$ cat config.mk
export PLATFORM = sky130hd
export DESIGN_NAME = pinx_loopback_top
export DESIGN_NICKNAME = d
export VERILOG_FILES = /design/src/verilog/pinx_pkg.sv /design/src/verilog/pinx_fifo.sv /design/src/verilog/pinx_in.sv /design/src/verilog/pinx_loopback_top.sv /design/src/verilog/pinx_out.sv
export VERILOG_INCLUDE_DIRS = /design/src /design/src/verilog
export SDC_FILE = /design/constraint.sdc
export NUM_CORES = 1
export LEC_CHECK = 0
export ABC_AREA = 1
export BUFFER_PORTS_ARGS = -buffer_cell sky130_fd_sc_hd__clkbuf_2
export CORE_MARGIN = 4
export CORE_UTILIZATION = 42
export CTS_CLUSTER_SIZE = 12
export DETAILED_ROUTE_END_ITERATION = 7
export SKIP_LAST_GASP = 1
export SYNTH_ARGS = -nofsm -noshare
export SYNTH_HDL_FRONTEND = slang
export SYNTH_SLANG_ARGS = --single-unit
$ cat constraint.sdc
create_clock -name CLK -period 6.4 [get_ports CLK]
set_input_delay 0.96 -clock CLK [delete_from_list [all_inputs] [get_ports CLK]]
set_output_delay 0.96 -clock CLK [all_outputs]
set_load 0.005 [all_outputs]
$ cat src/verilog/pinx_cfg.svh
`ifndef PINX_CFG_SVH
`define PINX_CFG_SVH

// Build settings shared by every block of the pin link

// Width of one bus word as it travels across the pins
// Any positive width works, the pins simply carry one bit per lane
`define PINX_BUS_WIDTH 66

// Words the receiver can hold beyond its two-stage pin register
// The transmitter starts with exactly this many credits after reset
// and the receiver uses the same value as its slot limit
`define PINX_RX_SLOTS 15

// Entries in the receive FIFO
// Must be at least PINX_RX_SLOTS or the credit scheme no longer
// protects the FIFO from overflow
`define PINX_FIFO_DEPTH 16

`endif

$ cat src/verilog/pinx_pkg.sv
`include "pinx_cfg.svh"

package pinx_pkg;

    // One word of the wide bus
    // The same type is used on the input bus, on the pins and on the output bus
    typedef logic [`PINX_BUS_WIDTH-1:0] bus_word_t;

    // Bits needed to count from zero up to the full slot limit
    // With 15 slots this comes out at 4 bits
    localparam int CREDIT_W = $clog2(`PINX_RX_SLOTS + 1);

    // Credit count on the transmit side and slot count on the receive side
    // Both range over 0 to PINX_RX_SLOTS, so they share one type
    typedef logic [CREDIT_W-1:0] credit_cnt_t;

endpackage
$ cat src/verilog/pinx_fifo.sv
`timescale 1ns/10ps

`include "pinx_cfg.svh"

module pinx_fifo
    import pinx_pkg::*;
(
    input  logic      CLK,
    input  logic      rst_in,

    input  bus_word_t din,
    input  logic      din_vld,
    output logic      din_rdy,

    output bus_word_t dout,
    output logic      dout_vld,
    input  logic      dout_rdy
);

    // Pointer width covers every entry and the count needs one more value for full
    localparam int PTR_W = (`PINX_FIFO_DEPTH > 1) ? $clog2(`PINX_FIFO_DEPTH) : 1;
    localparam int CNT_W = $clog2(`PINX_FIFO_DEPTH + 1);

    // Word storage is written at the tail and read at the head
    bus_word_t mem [`PINX_FIFO_DEPTH];

    logic [PTR_W-1:0] wr_ptr;
    logic [PTR_W-1:0] rd_ptr;
    logic [CNT_W-1:0] count;

    logic push;
    logic pop;

    // The FIFO accepts a word whenever a slot is free
    assign din_rdy = (count != CNT_W'(`PINX_FIFO_DEPTH));

    // The head entry is visible as long as anything is stored
    assign dout_vld = (count != '0);
    assign dout     = mem[rd_ptr];

    assign push = din_vld && din_rdy;
    assign pop  = dout_vld && dout_rdy;

    // A pushed word lands in the entry at the write pointer
    always_ff @(posedge CLK)
    begin
        if (push)
        begin
            mem[wr_ptr] <= din;
        end
    end

    // Pointers wrap at the last entry so depths that are not a power of two also work
    always_ff @(posedge CLK or posedge rst_in)
    begin
        if (rst_in)
        begin
            wr_ptr <= '0;
            rd_ptr <= '0;
        end
        else
        begin
            if (push)
            begin
                wr_ptr <= (wr_ptr == PTR_W'(`PINX_FIFO_DEPTH - 1)) ? '0 : wr_ptr + 1'b1;
            end
            if (pop)
            begin
                rd_ptr <= (rd_ptr == PTR_W'(`PINX_FIFO_DEPTH - 1)) ? '0 : rd_ptr + 1'b1;
            end
        end
    end

    // Occupancy is unchanged when a push and a pop land on the same edge
    always_ff @(posedge CLK or posedge rst_in)
    begin
        if (rst_in)
        begin
            count <= '0;
        end
        else
        begin
            case ({push, pop})
                2'b10:   count <= count + 1'b1;
                2'b01:   count <= count - 1'b1;
                default: count <= count;
            endcase
        end
    end

endmodule

$ cat src/verilog/pinx_in.sv
`timescale 1ns/10ps

`include "pinx_cfg.svh"

module pinx_in
    import pinx_pkg::*;
(
    input  logic      CLK,
    input  logic      rst_in,

    // Pin side of the link
    input  bus_word_t pinx_data,
    input  logic      pinx_vld,
    output logic      pinx_tok,

    // Bus words handed on to the receiving logic
    output bus_word_t out_data,
    output logic      out_vld,
    input  logic      out_rdy
);

    // Two register stages on the pins with index 1 nearest the pads
    bus_word_t pipe_data [2];
    logic [1:0] pipe_vld;

    // Slot count where PINX_RX_SLOTS means no tokens are owed
    credit_cnt_t slot_cnt;

    // Token shift register whose bit 0 drives the pin
    logic [1:0] tok_pipe;

    logic tok_issue;
    logic pop;

    // A token is owed for every slot freed by a pop and not yet returned
    assign tok_issue = (slot_cnt != credit_cnt_t'(`PINX_RX_SLOTS));
    assign pop       = out_vld && out_rdy;
    assign pinx_tok  = tok_pipe[0];

    // Pop and token issue move the count in opposite directions
    always_ff @(posedge CLK or posedge rst_in)
    begin
        if (rst_in)
        begin
            slot_cnt <= credit_cnt_t'(`PINX_RX_SLOTS);
        end
        else
        begin
            case ({tok_issue, pop})
                2'b10:   slot_cnt <= slot_cnt + credit_cnt_t'(1);
                2'b01:   slot_cnt <= slot_cnt - credit_cnt_t'(1);
                default: slot_cnt <= slot_cnt;
            endcase
        end
    end

    // A token issued now reaches the pin two edges later
    always_ff @(posedge CLK or posedge rst_in)
    begin
        if (rst_in)
        begin
            tok_pipe <= 2'b00;
        end
        else
        begin
            tok_pipe <= {tok_issue, tok_pipe[1]};
        end
    end

    // Valid bits move through the pin register one stage per cycle
    always_ff @(posedge CLK or posedge rst_in)
    begin
        if (rst_in)
        begin
            pipe_vld <= 2'b00;
        end
        else
        begin
            pipe_vld <= {pinx_vld, pipe_vld[1]};
        end
    end

    // Data lanes move through the same two stages as the valid bits
    always_ff @(posedge CLK)
    begin
        pipe_data[1] <= pinx_data;
        pipe_data[0] <= pipe_data[1];
    end

    // The credit scheme keeps the FIFO from filling, so its write ready is not needed
    pinx_fifo pinx_fifo_inst
    (
        .CLK      (CLK),
        .rst_in   (rst_in),
        .din      (pipe_data[0]),
        .din_vld  (pipe_vld[0]),
        .din_rdy  (),
        .dout     (out_data),
        .dout_vld (out_vld),
        .dout_rdy (out_rdy)
    );

endmodule

$ cat src/verilog/pinx_loopback_top.sv
`timescale 1ns/10ps

`include "pinx_cfg.svh"

module pinx_loopback_top
    import pinx_pkg::*;
(
    input  logic      CLK,
    input  logic      rst_in,

    // Words entering the link
    input  bus_word_t in_data,
    input  logic      in_vld,
    output logic      in_rdy,

    // Words leaving the link
    output bus_word_t out_data,
    output logic      out_vld,
    input  logic      out_rdy
);

    // Signals that would normally run across the board between two devices
    bus_word_t pinx_data;
    logic      pinx_vld;
    logic      pinx_tok;

    // Transmit end, spends credits and drives data onto the pins
    pinx_out pinx_out_inst
    (
        .CLK       (CLK),
        .rst_in    (rst_in),
        .in_data   (in_data),
        .in_vld    (in_vld),
        .in_rdy    (in_rdy),
        .pinx_data (pinx_data),
        .pinx_vld  (pinx_vld),
        .pinx_tok  (pinx_tok)
    );

    // Receive end, buffers the words and sends tokens back
    pinx_in pinx_in_inst
    (
        .CLK       (CLK),
        .rst_in    (rst_in),
        .pinx_data (pinx_data),
        .pinx_vld  (pinx_vld),
        .pinx_tok  (pinx_tok),
        .out_data  (out_data),
        .out_vld   (out_vld),
        .out_rdy   (out_rdy)
    );

endmodule

$ cat src/verilog/pinx_out.sv
`timescale 1ns/10ps

`include "pinx_cfg.svh"

module pinx_out
    import pinx_pkg::*;
(
    input  logic      CLK,
    input  logic      rst_in,

    // Bus words arriving from the sending logic
    input  bus_word_t in_data,
    input  logic      in_vld,
    output logic      in_rdy,

    // Pin side of the link
    output bus_word_t pinx_data,
    output logic      pinx_vld,
    input  logic      pinx_tok
);

    // Credits still available, one per free receive slot
    credit_cnt_t credit_cnt;

    // Token from the pins after one register stage
    logic tok_q;

    // High on an edge where a bus word is taken and sent
    logic accept;

    // A word may only be taken while at least one credit is held
    // This is a plain decode of the counter register, so in_rdy has no
    // path from in_vld
    assign in_rdy = (credit_cnt != '0);
    assign accept = in_vld && in_rdy;

    // The token comes straight off a pin, so it goes through a flop first
    always_ff @(posedge CLK or posedge rst_in)
    begin
        if (rst_in)
        begin
            tok_q <= 1'b0;
        end
        else
        begin
            tok_q <= pinx_tok;
        end
    end

    // Each send spends a credit and each registered token gives one back
    // When both happen together the count stays where it is
    always_ff @(posedge CLK or posedge rst_in)
    begin
        if (rst_in)
        begin
            credit_cnt <= credit_cnt_t'(`PINX_RX_SLOTS);
        end
        else
        begin
            case ({accept, tok_q})
                2'b10:   credit_cnt <= credit_cnt - credit_cnt_t'(1);
                2'b01:   credit_cnt <= credit_cnt + credit_cnt_t'(1);
                default: credit_cnt <= credit_cnt;
            endcase
        end
    end

    // Strobe on the pins for exactly one cycle per accepted word
    always_ff @(posedge CLK or posedge rst_in)
    begin
        if (rst_in)
        begin
            pinx_vld <= 1'b0;
        end
        else
        begin
            pinx_vld <= accept;
        end
    end

    // Pin data is only loaded on a send, otherwise the lanes keep their last value
    always_ff @(posedge CLK)
    begin
        if (accept)
        begin
            pinx_data <= in_data;
        end
    end

endmodule

Word-level counts from Yosys, hierarchy flattened --
Memories as Yosys holds them, arrays and structs flattened. Cells that the tools add are included.
Operators by class: muxes and demuxes 7, add/subtract/negate cells 8, shift operators 0, eq/ne operators 10, bitwise logic cells 0, divide/modulo/power cells 0, reduce and logical (&&, ||, !) cells 8, magnitude comparators 0, multiply operators 0
Operators with widths (count):
- $add A4 B1 Y4 const B | 4
- $pmux W4 S2 | 2
- $pmux W5 S2 | 1
- $eq A4 B4 Y1 const B | 2
- $mux W4 | 2
- $sub A4 B1 Y4 const B | 2
- $eq A2 B1 Y1 const B | 3
- $eq A2 B2 Y1 const B | 3
- $reduce_bool A2 Y1 | 3
- $add A5 B1 Y5 const B | 1
- $ne A5 B5 Y1 const B | 1
- $reduce_bool A5 Y1 | 1
- $sub A5 B1 Y5 const B | 1
- $ne A4 B4 Y1 const B | 1
- $reduce_bool A4 Y1 | 1
- $logic_and A1 B1 Y1 | 3
- $mux W1 | 2
Word-level totals: bits in registers 93, memory bits (read-only) 0, output and inout bits 68, latch bits 0, logic and storage cells 45, memories kept 2, memory bits (writable) 1188
Memory list:
- pinx_in_inst.pinx_fifo_inst.mem | words 16, bits a word 66, read ports 1, clocked after Yosys merged registers in 0, write ports 1, line pinx_fifo.sv:25 | bus_word_t mem [`PINX_FIFO_DEPTH];
- pinx_in_inst.pipe_data | words 2, bits a word 66, read ports 2, clocked after Yosys merged registers in 0, write ports 2, line pinx_in.sv:23 | bus_word_t pipe_data [2];

Longest topological paths before layout --
Gate-level depths: netlist of run 1.
word-level depth 4, depth in mapped cells 16, gate-level depth less buffers 16

By module --
A second synthesis of run 1 with hierarchy kept.
Second synthesis, totals: cell total of the unflattened synthesis 4917, area total of the unflattened synthesis 52078.7 µm²
Modules (own cells, without submodules):
- pinx_fifo | instances 1, area an instance 46709.8 µm², cells each 4632
- pinx_in | instances 1, area an instance 3029.2 µm², cells each 176
- pinx_out | instances 1, area an instance 2339.7 µm², cells each 109

Least setup slack after synthesis of run 1 --
No wires, ideal clock.
path type register to register, start register pinx_in_inst.pinx_fifo_inst.count[0], end memory pinx_in_inst.pinx_fifo_inst.mem[0][0] (netlist bit) (enable), buffers on the path 0, period minus slack after synthesis 4.151 ns, setup time 0.490 ns, arrival 3.660 ns, stages on the path, launching flop included 7, setup slack 2.249 ns, path through dfrtp_1 > nor2_1 > nand4_1 > nand2_1 > inv_1 > nand2_1 > nor2_1
Between the ends: longest elaborated chain between the ends 4
RTL lines:
- from (decl) | line pinx_fifo.sv:29 | logic [CNT_W-1:0] count;
- from (signal assigned) | line pinx_fifo.sv:84 | 2'b10: count <= count + 1'b1;
- from (signal assigned) | line pinx_fifo.sv:85 | 2'b01: count <= count - 1'b1;
- from (signal assigned) | line pinx_fifo.sv:86 | default: count <= count;
- $ne A5 B5 Y1 | line pinx_fifo.sv:35 | assign din_rdy = (count != CNT_W'(`PINX_FIFO_DEPTH));
- $logic_and A1 B1 Y1 | line pinx_fifo.sv:41 | assign push = din_vld && din_rdy;
- $mux W1 | line pinx_fifo.sv:47 | if (push)
- $mux W1 (implied by the code) | line pinx_fifo.sv:49 | mem[wr_ptr] <= din;
- to (decl) | line pinx_fifo.sv:25
Every way passes these cells.

Worst setup path in the final report of run 1 --
start register pinx_in_inst.pinx_fifo_inst.rd_ptr[0], end output out_data[44]
Between the ends: longest elaborated chain between the ends 1
RTL lines:
- from (decl) | line pinx_fifo.sv:28 | logic [PTR_W-1:0] rd_ptr;
- from (signal assigned) | line pinx_fifo.sv:69 | rd_ptr <= (rd_ptr == PTR_W'(`PINX_FIFO_DEPTH - 1)) ? '0 : rd_ptr + 1'b1;
- $mem_v2 Z16 W66
- to (decl) | line pinx_loopback_top.sv:17 | output bus_word_t out_data,
Every way passes these cells.

==> results of run 1 <==
==> cells in the mapped netlist (all sizes together) <==
library cell     n
dfrtp           19
o21ai          541
fa               1
xor2             7
nor2          1082
nand2          449
nand3          211
buf            166
o21bai           1
dfstp            8
clkbuf          47
xnor2            6
a21oi            1
dfxtp          132
nand3b           1
inv            102
edfxtp        1122
ha              15
nand4            4
==> flip-flops by register name, summed over array words and instances, names as in the netlist, 4 cells and up <==
signal / cells
pinx_in_inst.pinx_fifo_inst.mem: 1056
pinx_in_inst.pipe_data: 132
pinx_out_inst.pinx_data: 66
pinx_in_inst.pinx_fifo_inst.count: 5
pinx_in_inst.pinx_fifo_inst.rd_ptr: 4
pinx_in_inst.pinx_fifo_inst.wr_ptr: 4
pinx_in_inst.slot_cnt: 4
pinx_out_inst.credit_cnt: 4
==> routing by layer <==
layer / track usage (%) / vias to the layer above / share of wire (%)
met5: 0 / - / 0.027
met4: 5.51 / 4 / 2.1
met3: 3.12 / 174 / 5.7
met2: 31.9 / 788 / 49
met1: 25.4 / 14258 / 44
li1: - / 13761 / -
==> power by group <==
| part | internal [uW] | switching [uW] | leakage [uW] |
|---|---|---|---|
| Clock | 4510 | 3180 | 0.00214 |
| Combinational | 2190 | 5100 | 0.00585 |
| Sequential | 10200 | 661 | 0.0116 |
==> cells by family (layout without fill, tap and decap cells) <==
| family | count (synthesis) | count (layout) |
|---|---|---|
| fa+ha+maj | 16 | 16 |
| xor+xnor | 13 | 13 |
| simple gates | 1747 | 1747 |
| flops | 1281 | 1281 |
| buf+inv | 315 | 543 |
| compound gates | 543 | 543 |
==> worst register-to-register path: cells and delay by family, from the launching register on <==
kind	cells	cell delay, ns
flip-flops	1	0.38
AND/OR/NAND/NOR	4	1.02
buffers and inverters	4	1.51
==> through the flow <==
stage / util [%] / setup WS, ns / hold slack [ns] / power [uW]
floorplan: - / 2.25 / 0.310 / 15900
global placement: 44.1 / 2.37 / 0.310 / 18400
detailed placement: 44.1 / 2.38 / 0.312 / 18500
CTS: 47.9 / 1.59 / 0.271 / 26200
global route: 47.9 / 1.36 / 0.314 / 27500
finish: 47.9 / 1.63 / 0.301 / 25900
==> final cells by class <==
cell class                 instances  area [sq um]
clock inverter                    42           474
multi-input combinational       2319         10000
tap                             1512          1890
sequential                      1281         37000
inverter                         102           413
fill                           10054         59600
timing repair buffer             187          1150
clock buffer                     212          3930
==> path summary, 6_finish.rpt <==
path,startpoint,cells after the start,slack [ns],endpoint
min in group CLK,pinx_in_inst.pipe_data[0][123],0,0.31,pinx_in_inst.pipe_data[0][57]
worst max-delay path,pinx_in_inst.pinx_fifo_inst.rd_ptr[0],7,1.63,out_data[44]
worst min-delay path,rst_in,3,0.30,pinx_in_inst.pinx_fifo_inst.wr_ptr[3]
worst min register to register,pinx_in_inst.pipe_data[0][123],0,0.31,pinx_in_inst.pipe_data[0][57]
worst max register to register,pinx_in_inst.pinx_fifo_inst.count[1],8,3.08,pinx_in_inst.pinx_fifo_inst.mem[3][15]
max in group asynchronous,rst_in,3,5.76,pinx_in_inst.pinx_fifo_inst.rd_ptr[1]
==> impl_metrics.xml, run 1 <==
<?xml version="1.0" encoding="UTF-8"?>
<metrics>
  <group name="run_status">
    <metric name="outcome" unit="">finished clean</metric>
  </group>
  <group name="cells_and_area">
    <metric name="design_area" unit="sq mm">0.0549</metric>
    <metric name="post_layout_nonfiller_instances" unit="">5655</metric>
    <metric name="antennaDiodeCount" unit="">0</metric>
    <metric name="layout-area-overhead-vs-synth" unit="%">13.3</metric>
    <metric name="final_layout_size_suffix_gt1_share" unit="%">9.87</metric>
    <metric name="finish.net_count" unit="">4114</metric>
    <metric name="most-common-layout-cells" unit="">1,122 x sky130_fd_sc_hd__edfxtp_1, 1,065 x sky130_fd_sc_hd__nor2_1, 449 x sky130_fd_sc_hd__nand2_1, 277 x sky130_fd_sc_hd__o21ai_0, 264 x sky130_fd_sc_hd__o21ai_1</metric>
    <metric name="layout_commonest_cell" unit="">sky130_fd_sc_hd__edfxtp_1</metric>
  </group>
  <group name="floorplanning">
    <metric name="floorplan.io_pins" unit="">138</metric>
    <metric name="placementRows" unit="">124</metric>
    <metric name="die_width" unit="microns">348</metric>
    <metric name="height_of_the_die" unit="microns">348</metric>
    <metric name="core_region_area" unit="sq mm">0.115</metric>
    <metric name="initial_util" unit="%">42.3</metric>
    <metric name="floorplan.die_area" unit="sq mm">0.121</metric>
  </group>
  <group name="global_routing">
    <metric name="grt_max_degree" unit="">306</metric>
    <metric name="gr-total-overflow" unit="">0</metric>
    <metric name="grt.total_usage" unit="%">18.9</metric>
    <metric name="first_pass_grt_wire_length" unit="mm">174</metric>
    <metric name="first_global_vias" unit="">28232</metric>
    <metric name="antenna_found_initial" unit="">5</metric>
  </group>
  <group name="sta">
    <metric name="worst_clock_skew" unit="ns">0.0209</metric>
    <metric name="period_share" unit="%">74.5</metric>
    <metric name="max-slew-margin-rel" unit="%">26.7</metric>
    <metric name="setup_violations" unit="">0</metric>
    <metric name="maxClockFrequency" unit="MHz">210</metric>
    <metric name="rsz_0062_raised_after_global_routing" unit="">false</metric>
    <metric name="timing_worst_slew_pin_value" unit="ns">1.10</metric>
    <metric name="finalMaxSlewViolations" unit="">0</metric>
    <metric name="timing.final.crit_period" unit="ns">4.77</metric>
    <metric name="report.final.hold_viol_count" unit="">0</metric>
    <metric name="setup-tns-final" unit="ns">0</metric>
  </group>
  <group name="yosys">
    <metric name="syn_inst" unit="">3915</metric>
    <metric name="synthMuxAreaShare" unit="%">0</metric>
    <metric name="synth-adder-area-share" unit="%">0.429</metric>
    <metric name="yosys-top-cells-area" unit="">sky130_fd_sc_hd__edfxtp_1 70%, sky130_fd_sc_hd__nor2_1 8.4%, sky130_fd_sc_hd__dfxtp_1 5.5%</metric>
    <metric name="synth_sequential_area_ratio" unit="%">76.4</metric>
    <metric name="yosysWarningCount" unit="">0</metric>
    <metric name="syn_area_per_cell" unit="sq um">12.4</metric>
    <metric name="share_of_the_synthesized_area_in_compound_gates_ao_oa_aoi_oai" unit="%">5.61</metric>
    <metric name="post_synth_xor_area_fraction" unit="%">0.235</metric>
    <metric name="largest_family_of_logic_cells_by_synthesized_area" unit="">simple AND/OR/NAND/NOR gates</metric>
    <metric name="synthSimpleGateAreaFrac" unit="%">14.1</metric>
    <metric name="synth.net_count" unit="">4001</metric>
    <metric name="synth_top_area_share" unit="%">69.5</metric>
    <metric name="synth_cell_type_count" unit="">26</metric>
    <metric name="post_synthesis_cell_type_with_the_largest_combined_area" unit="">sky130_fd_sc_hd__edfxtp_1</metric>
    <metric name="synth.cell_area" unit="sq mm">0.0485</metric>
    <metric name="ys_seq_elements" unit="">1281</metric>
  </group>
  <group name="critical_path">
    <metric name="worstSetupEndpointType" unit="">output pin</metric>
    <metric name="worst_path_most_repeated_cell" unit="">sky130_fd_sc_hd__nand3_1</metric>
    <metric name="timing.setup.critical_path_class" unit="">reg2out</metric>
    <metric name="cp_max_fo" unit="">305</metric>
    <metric name="slowest_delay" unit="ns">0.84</metric>
    <metric name="cp_top_family" unit="">buffers and inverters</metric>
    <metric name="timing.critical_path.arrival" unit="ns">3.81</metric>
    <metric name="cp_cell_sequence" unit="">inv_16, buf_4, o21ai_0, nand3_1, nand3_1, nand2_1, clkbuf_2</metric>
    <metric name="nature_of_the_critical_path_startpoint" unit="">flop</metric>
    <metric name="required_time_reported_for_the_critical_path_endpoint" unit="ns">5.44</metric>
    <metric name="worst_path_max_delay_cell" unit="">sky130_fd_sc_hd__inv_16</metric>
    <metric name="path_buf_inv" unit="">3</metric>
  </group>
  <group name="cts">
    <metric name="clock_sink_count" unit="">1281</metric>
    <metric name="cts.repair_timing.setup_buffer_count" unit="">0</metric>
    <metric name="ctsHtreeMaxLevel" unit="">4</metric>
    <metric name="count_of_hold_buffers_inserted_by_post_cts_repair" unit="">0</metric>
    <metric name="cts_tree" unit="">built</metric>
    <metric name="source_to_sink_clock_delay_at_the_later_pin_of_the_worst_skew_pair" unit="ns">0.74</metric>
    <metric name="cts-root-buf" unit="">sky130_fd_sc_hd__clkbuf_16</metric>
    <metric name="cts-buffers-inserted" unit="">137</metric>
    <metric name="cts.repair.resized" unit="">0</metric>
    <metric name="clk_pin_slew_worst_paths" unit="ns">0.06</metric>
    <metric name="clockBufferDepth" unit="">3</metric>
  </group>
  <group name="detailed_routing">
    <metric name="vias_per_cell" unit="">5.13</metric>
    <metric name="routed_via_count" unit="">28985</metric>
    <metric name="drt_first_pass_iters" unit="">7</metric>
    <metric name="wl_per_cell" unit="microns">20.4</metric>
    <metric name="detailedRoute.firstIterationViolations" unit="">2647</metric>
    <metric name="antenna_violating_nets_post_route" unit="">0</metric>
    <metric name="drc" unit="">0</metric>
    <metric name="routed_wl" unit="mm">115</metric>
  </group>
  <group name="power">
    <metric name="static-leakage-power" unit="uW">0.0196</metric>
    <metric name="peakVddDrop" unit="uV">492</metric>
    <metric name="pwr_density_cell" unit="mW/mm^2">471</metric>
  </group>
  <group name="place">
    <metric name="place.gp.congestion" unit="">0.728</metric>
    <metric name="placedCellCount" unit="">5401</metric>
    <metric name="estimated_wirelength_of_the_detail_placed_design" unit="mm">54.9</metric>
    <metric name="portBuffers" unit="">137</metric>
    <metric name="standard_cell_area_after_detailed_placement" unit="sq mm">0.0505</metric>
  </group>
  <group name="job">
    <metric name="max-cap-violations" unit="">0</metric>
  </group>
  <group name="hold_path">
    <metric name="worstHoldPathType" unit="">in2async</metric>
  </group>
</metrics>
Power figures use the tool's default switching activity.
==> inputs of run 2 (changes only) <==
clock period = 4.6 ns   (was 6.4 ns; I/O delays follow)
==> impl_metrics.xml, run 2 (same netlist as run 1, synthesis figures left out) <==
<?xml version="1.0" encoding="UTF-8"?>
<metrics>
  <group name="cts">
    <metric name="cts_tree" unit="">built</metric>
    <metric name="cts.repair.resized" unit="">0</metric>
    <metric name="source_to_sink_clock_delay_at_the_later_pin_of_the_worst_skew_pair" unit="ns">0.75</metric>
    <metric name="ctsHtreeMaxLevel" unit="">4</metric>
    <metric name="clockBufferDepth" unit="">3</metric>
    <metric name="count_of_hold_buffers_inserted_by_post_cts_repair" unit="">1</metric>
    <metric name="clk_pin_slew_worst_paths" unit="ns">0.06</metric>
    <metric name="cts.repair_timing.setup_buffer_count" unit="">0</metric>
    <metric name="cts-buffers-inserted" unit="">139</metric>
    <metric name="clock_sink_count" unit="">1281</metric>
    <metric name="cts-root-buf" unit="">sky130_fd_sc_hd__clkbuf_16</metric>
  </group>
  <group name="detailed_routing">
    <metric name="wl_met1" unit="mm">50.4</metric>
    <metric name="wl_per_cell" unit="microns">20.1</metric>
    <metric name="met3_wirelength" unit="mm">6.48</metric>
    <metric name="routed_wl" unit="mm">114</metric>
    <metric name="dr.max_layer_used" unit="">met4</metric>
    <metric name="drc" unit="">0</metric>
    <metric name="detailedRoute.firstIterationViolations" unit="">2506</metric>
    <metric name="vias_per_cell" unit="">5.05</metric>
    <metric name="routed_via_count" unit="">28661</metric>
    <metric name="met2WireLength" unit="mm">54.4</metric>
    <metric name="antenna_violating_nets_post_route" unit="">0</metric>
    <metric name="drt_first_pass_iters" unit="">5</metric>
  </group>
  <group name="cells_and_area">
    <metric name="largest_registers" unit="">pinx_in_inst.pinx_fifo_inst.mem: 1056 flops, pinx_in_inst.pipe_data: 132 flops, pinx_out_inst.pinx_data: 66 flops</metric>
    <metric name="multiInputGateArea" unit="sq mm">0.0100</metric>
    <metric name="most-common-layout-cells" unit="">1,122 x sky130_fd_sc_hd__edfxtp_1, 1,065 x sky130_fd_sc_hd__nor2_1, 449 x sky130_fd_sc_hd__nand2_1, 277 x sky130_fd_sc_hd__o21ai_0, 264 x sky130_fd_sc_hd__o21ai_1</metric>
    <metric name="finish.net_count" unit="">4133</metric>
    <metric name="design_area" unit="sq mm">0.0550</metric>
    <metric name="largest_register_ffs" unit="">1056</metric>
    <metric name="n_fill_cell" unit="">10095</metric>
    <metric name="regArea" unit="sq mm">0.0370</metric>
    <metric name="final_layout_size_suffix_gt1_share" unit="%">10.1</metric>
    <metric name="max_flop_register" unit="">pinx_in_inst.pinx_fifo_inst.mem</metric>
    <metric name="layout_commonest_cell" unit="">sky130_fd_sc_hd__edfxtp_1</metric>
    <metric name="layout-area-overhead-vs-synth" unit="%">13.5</metric>
  </group>
  <group name="floorplanning">
    <metric name="floorplan.io_pins" unit="">138</metric>
    <metric name="core_region_area" unit="sq mm">0.115</metric>
    <metric name="initial_util" unit="%">42.3</metric>
    <metric name="placementRows" unit="">124</metric>
    <metric name="die_width" unit="microns">348</metric>
    <metric name="floorplan.die_area" unit="sq mm">0.121</metric>
    <metric name="height_of_the_die" unit="microns">348</metric>
  </group>
  <group name="critical_path">
    <metric name="timing.setup.critical_path_class" unit="">reg2out</metric>
    <metric name="timing.critical_path.arrival" unit="ns">3.37</metric>
    <metric name="worstSetupEndpointType" unit="">output pin</metric>
    <metric name="required_time_reported_for_the_critical_path_endpoint" unit="ns">3.91</metric>
    <metric name="cp_max_fo" unit="">199</metric>
    <metric name="nature_of_the_critical_path_startpoint" unit="">flop</metric>
  </group>
  <group name="sta">
    <metric name="maxClockFrequency" unit="MHz">246</metric>
    <metric name="timing_worst_slew_pin_value" unit="ns">1.11</metric>
    <metric name="timing.final.crit_period" unit="ns">4.06</metric>
    <metric name="setup_violations" unit="">0</metric>
    <metric name="worst_clock_skew" unit="ns">0.0285</metric>
    <metric name="max-slew-margin-rel" unit="%">26.0</metric>
    <metric name="report.final.hold_viol_count" unit="">0</metric>
    <metric name="period_share" unit="%">88.3</metric>
    <metric name="finalMaxSlewViolations" unit="">0</metric>
    <metric name="holdWs" unit="ns">0.128</metric>
    <metric name="setup-tns-final" unit="ns">0</metric>
    <metric name="rsz_0062_raised_after_global_routing" unit="">false</metric>
  </group>
  <group name="global_routing">
    <metric name="antenna_found_initial" unit="">0</metric>
    <metric name="grt_max_degree" unit="">200</metric>
    <metric name="first_global_vias" unit="">28218</metric>
    <metric name="first_pass_grt_wire_length" unit="mm">173</metric>
    <metric name="gr-total-overflow" unit="">0</metric>
    <metric name="grt.total_usage" unit="%">18.8</metric>
  </group>
  <group name="power">
    <metric name="peakVddDrop" unit="uV">476</metric>
    <metric name="internal_power" unit="uW">23600</metric>
    <metric name="power.share.sequential" unit="%">41.9</metric>
    <metric name="static-leakage-power" unit="uW">0.0196</metric>
    <metric name="combPwrFrac" unit="%">28.8</metric>
    <metric name="share_of_power_burned_in_the_clock_network" unit="%">29.3</metric>
    <metric name="pwr_density_cell" unit="mW/mm^2">653</metric>
    <metric name="power.switching_fraction" unit="%">34.4</metric>
    <metric name="net-switching-power" unit="uW">12400</metric>
    <metric name="total_power" unit="uW">35900</metric>
  </group>
  <group name="job">
    <metric name="max-cap-violations" unit="">0</metric>
  </group>
  <group name="run_status">
    <metric name="outcome" unit="">finished clean</metric>
  </group>
  <group name="hold_path">
    <metric name="worstHoldPathType" unit="">in2reg</metric>
  </group>
  <group name="place">
    <metric name="place.gp.congestion" unit="">0.726</metric>
    <metric name="estimated_wirelength_of_the_detail_placed_design" unit="mm">56.9</metric>
    <metric name="portBuffers" unit="">137</metric>
    <metric name="standard_cell_area_after_detailed_placement" unit="sq mm">0.0507</metric>
  </group>
</metrics>
==> run 2: area by class of cell <==
| cell class | instances | area share [%] |
|---|---|---|
| diodes | 1 | 0.00455 |
| clock buffers | 212 | 7.30 |
| clock inverters | 42 | 0.539 |
| inverters | 102 | 0.750 |
| multi-input cells | 2319 | 18.2 |
| flip-flops and latches | 1281 | 67.3 |
| well taps | 1512 | 3.44 |
| repair buffers | 204 | 2.48 |
==> run 2: per-layer routing <==
layer | global-route usage [%] | vias to the layer above
li1 | - | 13787
met1 | 25.9 | 13927
met2 | 30.7 | 784
met3 | 3.36 | 163
met4 | 6.00 | 0
met5 | 0 | -
==> run 2: power by group through the flow <==
stage / sequential [uW] / combinational [uW] / clock, uW
after floorplan: 14900 / 7150 / 0
after global placement: 15300 / 10400 / 0
after detailed placement: 15300 / 10500 / 0
after CTS: 15100 / 10600 / 10800
after global routing: 15200 / 11700 / 11300
final: 15100 / 10300 / 10500
==> run 2: final timing paths <==
| check | end | depth (start not counted) | startpoint | slack (ns) |
|---|---|---|---|---|
| max reg2reg | pinx_in_inst.pinx_fifo_inst.mem[5][29] | 7 | pinx_in_inst.pinx_fifo_inst.count[2] | 1.59 |
| max | out_data[10] | 7 | pinx_in_inst.pinx_fifo_inst.rd_ptr[0] | 0.54 |
| min reg2reg | pinx_in_inst.pipe_data[0][4] | 0 | pinx_in_inst.pipe_data[0][70] | 0.31 |
| max in group asynchronous | pinx_in_inst.slot_cnt[3] | 4 | rst_in | 3.42 |
| min | pinx_out_inst.pinx_data[7] | 1 | in_data[7] | 0.13 |
| min in group asynchronous | pinx_in_inst.tok_pipe[0] | 3 | rst_in | 0.48 |
==> run 2: through the flow <==
step                      utilization [%]  worst slack, ns  cells
after floorplan                         -            0.449   3915
after global placement               44.3             1.27   5417
after detailed placement             44.3             1.25   5417
after CTS                            48.1            0.464   5672
after global routing                 48.1            0.260   5672
final                                48.1            0.536   5673
==> run 2: worst max-delay path, cell delays in order, from the launching register on <==
cell and delay [ns]:
sky130_fd_sc_hd__dfrtp_4 0.72, sky130_fd_sc_hd__inv_16 0.61, sky130_fd_sc_hd__buf_4 0.49, sky130_fd_sc_hd__o21ai_0 0.17, sky130_fd_sc_hd__nand3_1 0.14, sky130_fd_sc_hd__nand3_1 0.09, sky130_fd_sc_hd__nand2_1 0.17, sky130_fd_sc_hd__clkbuf_2 0.13
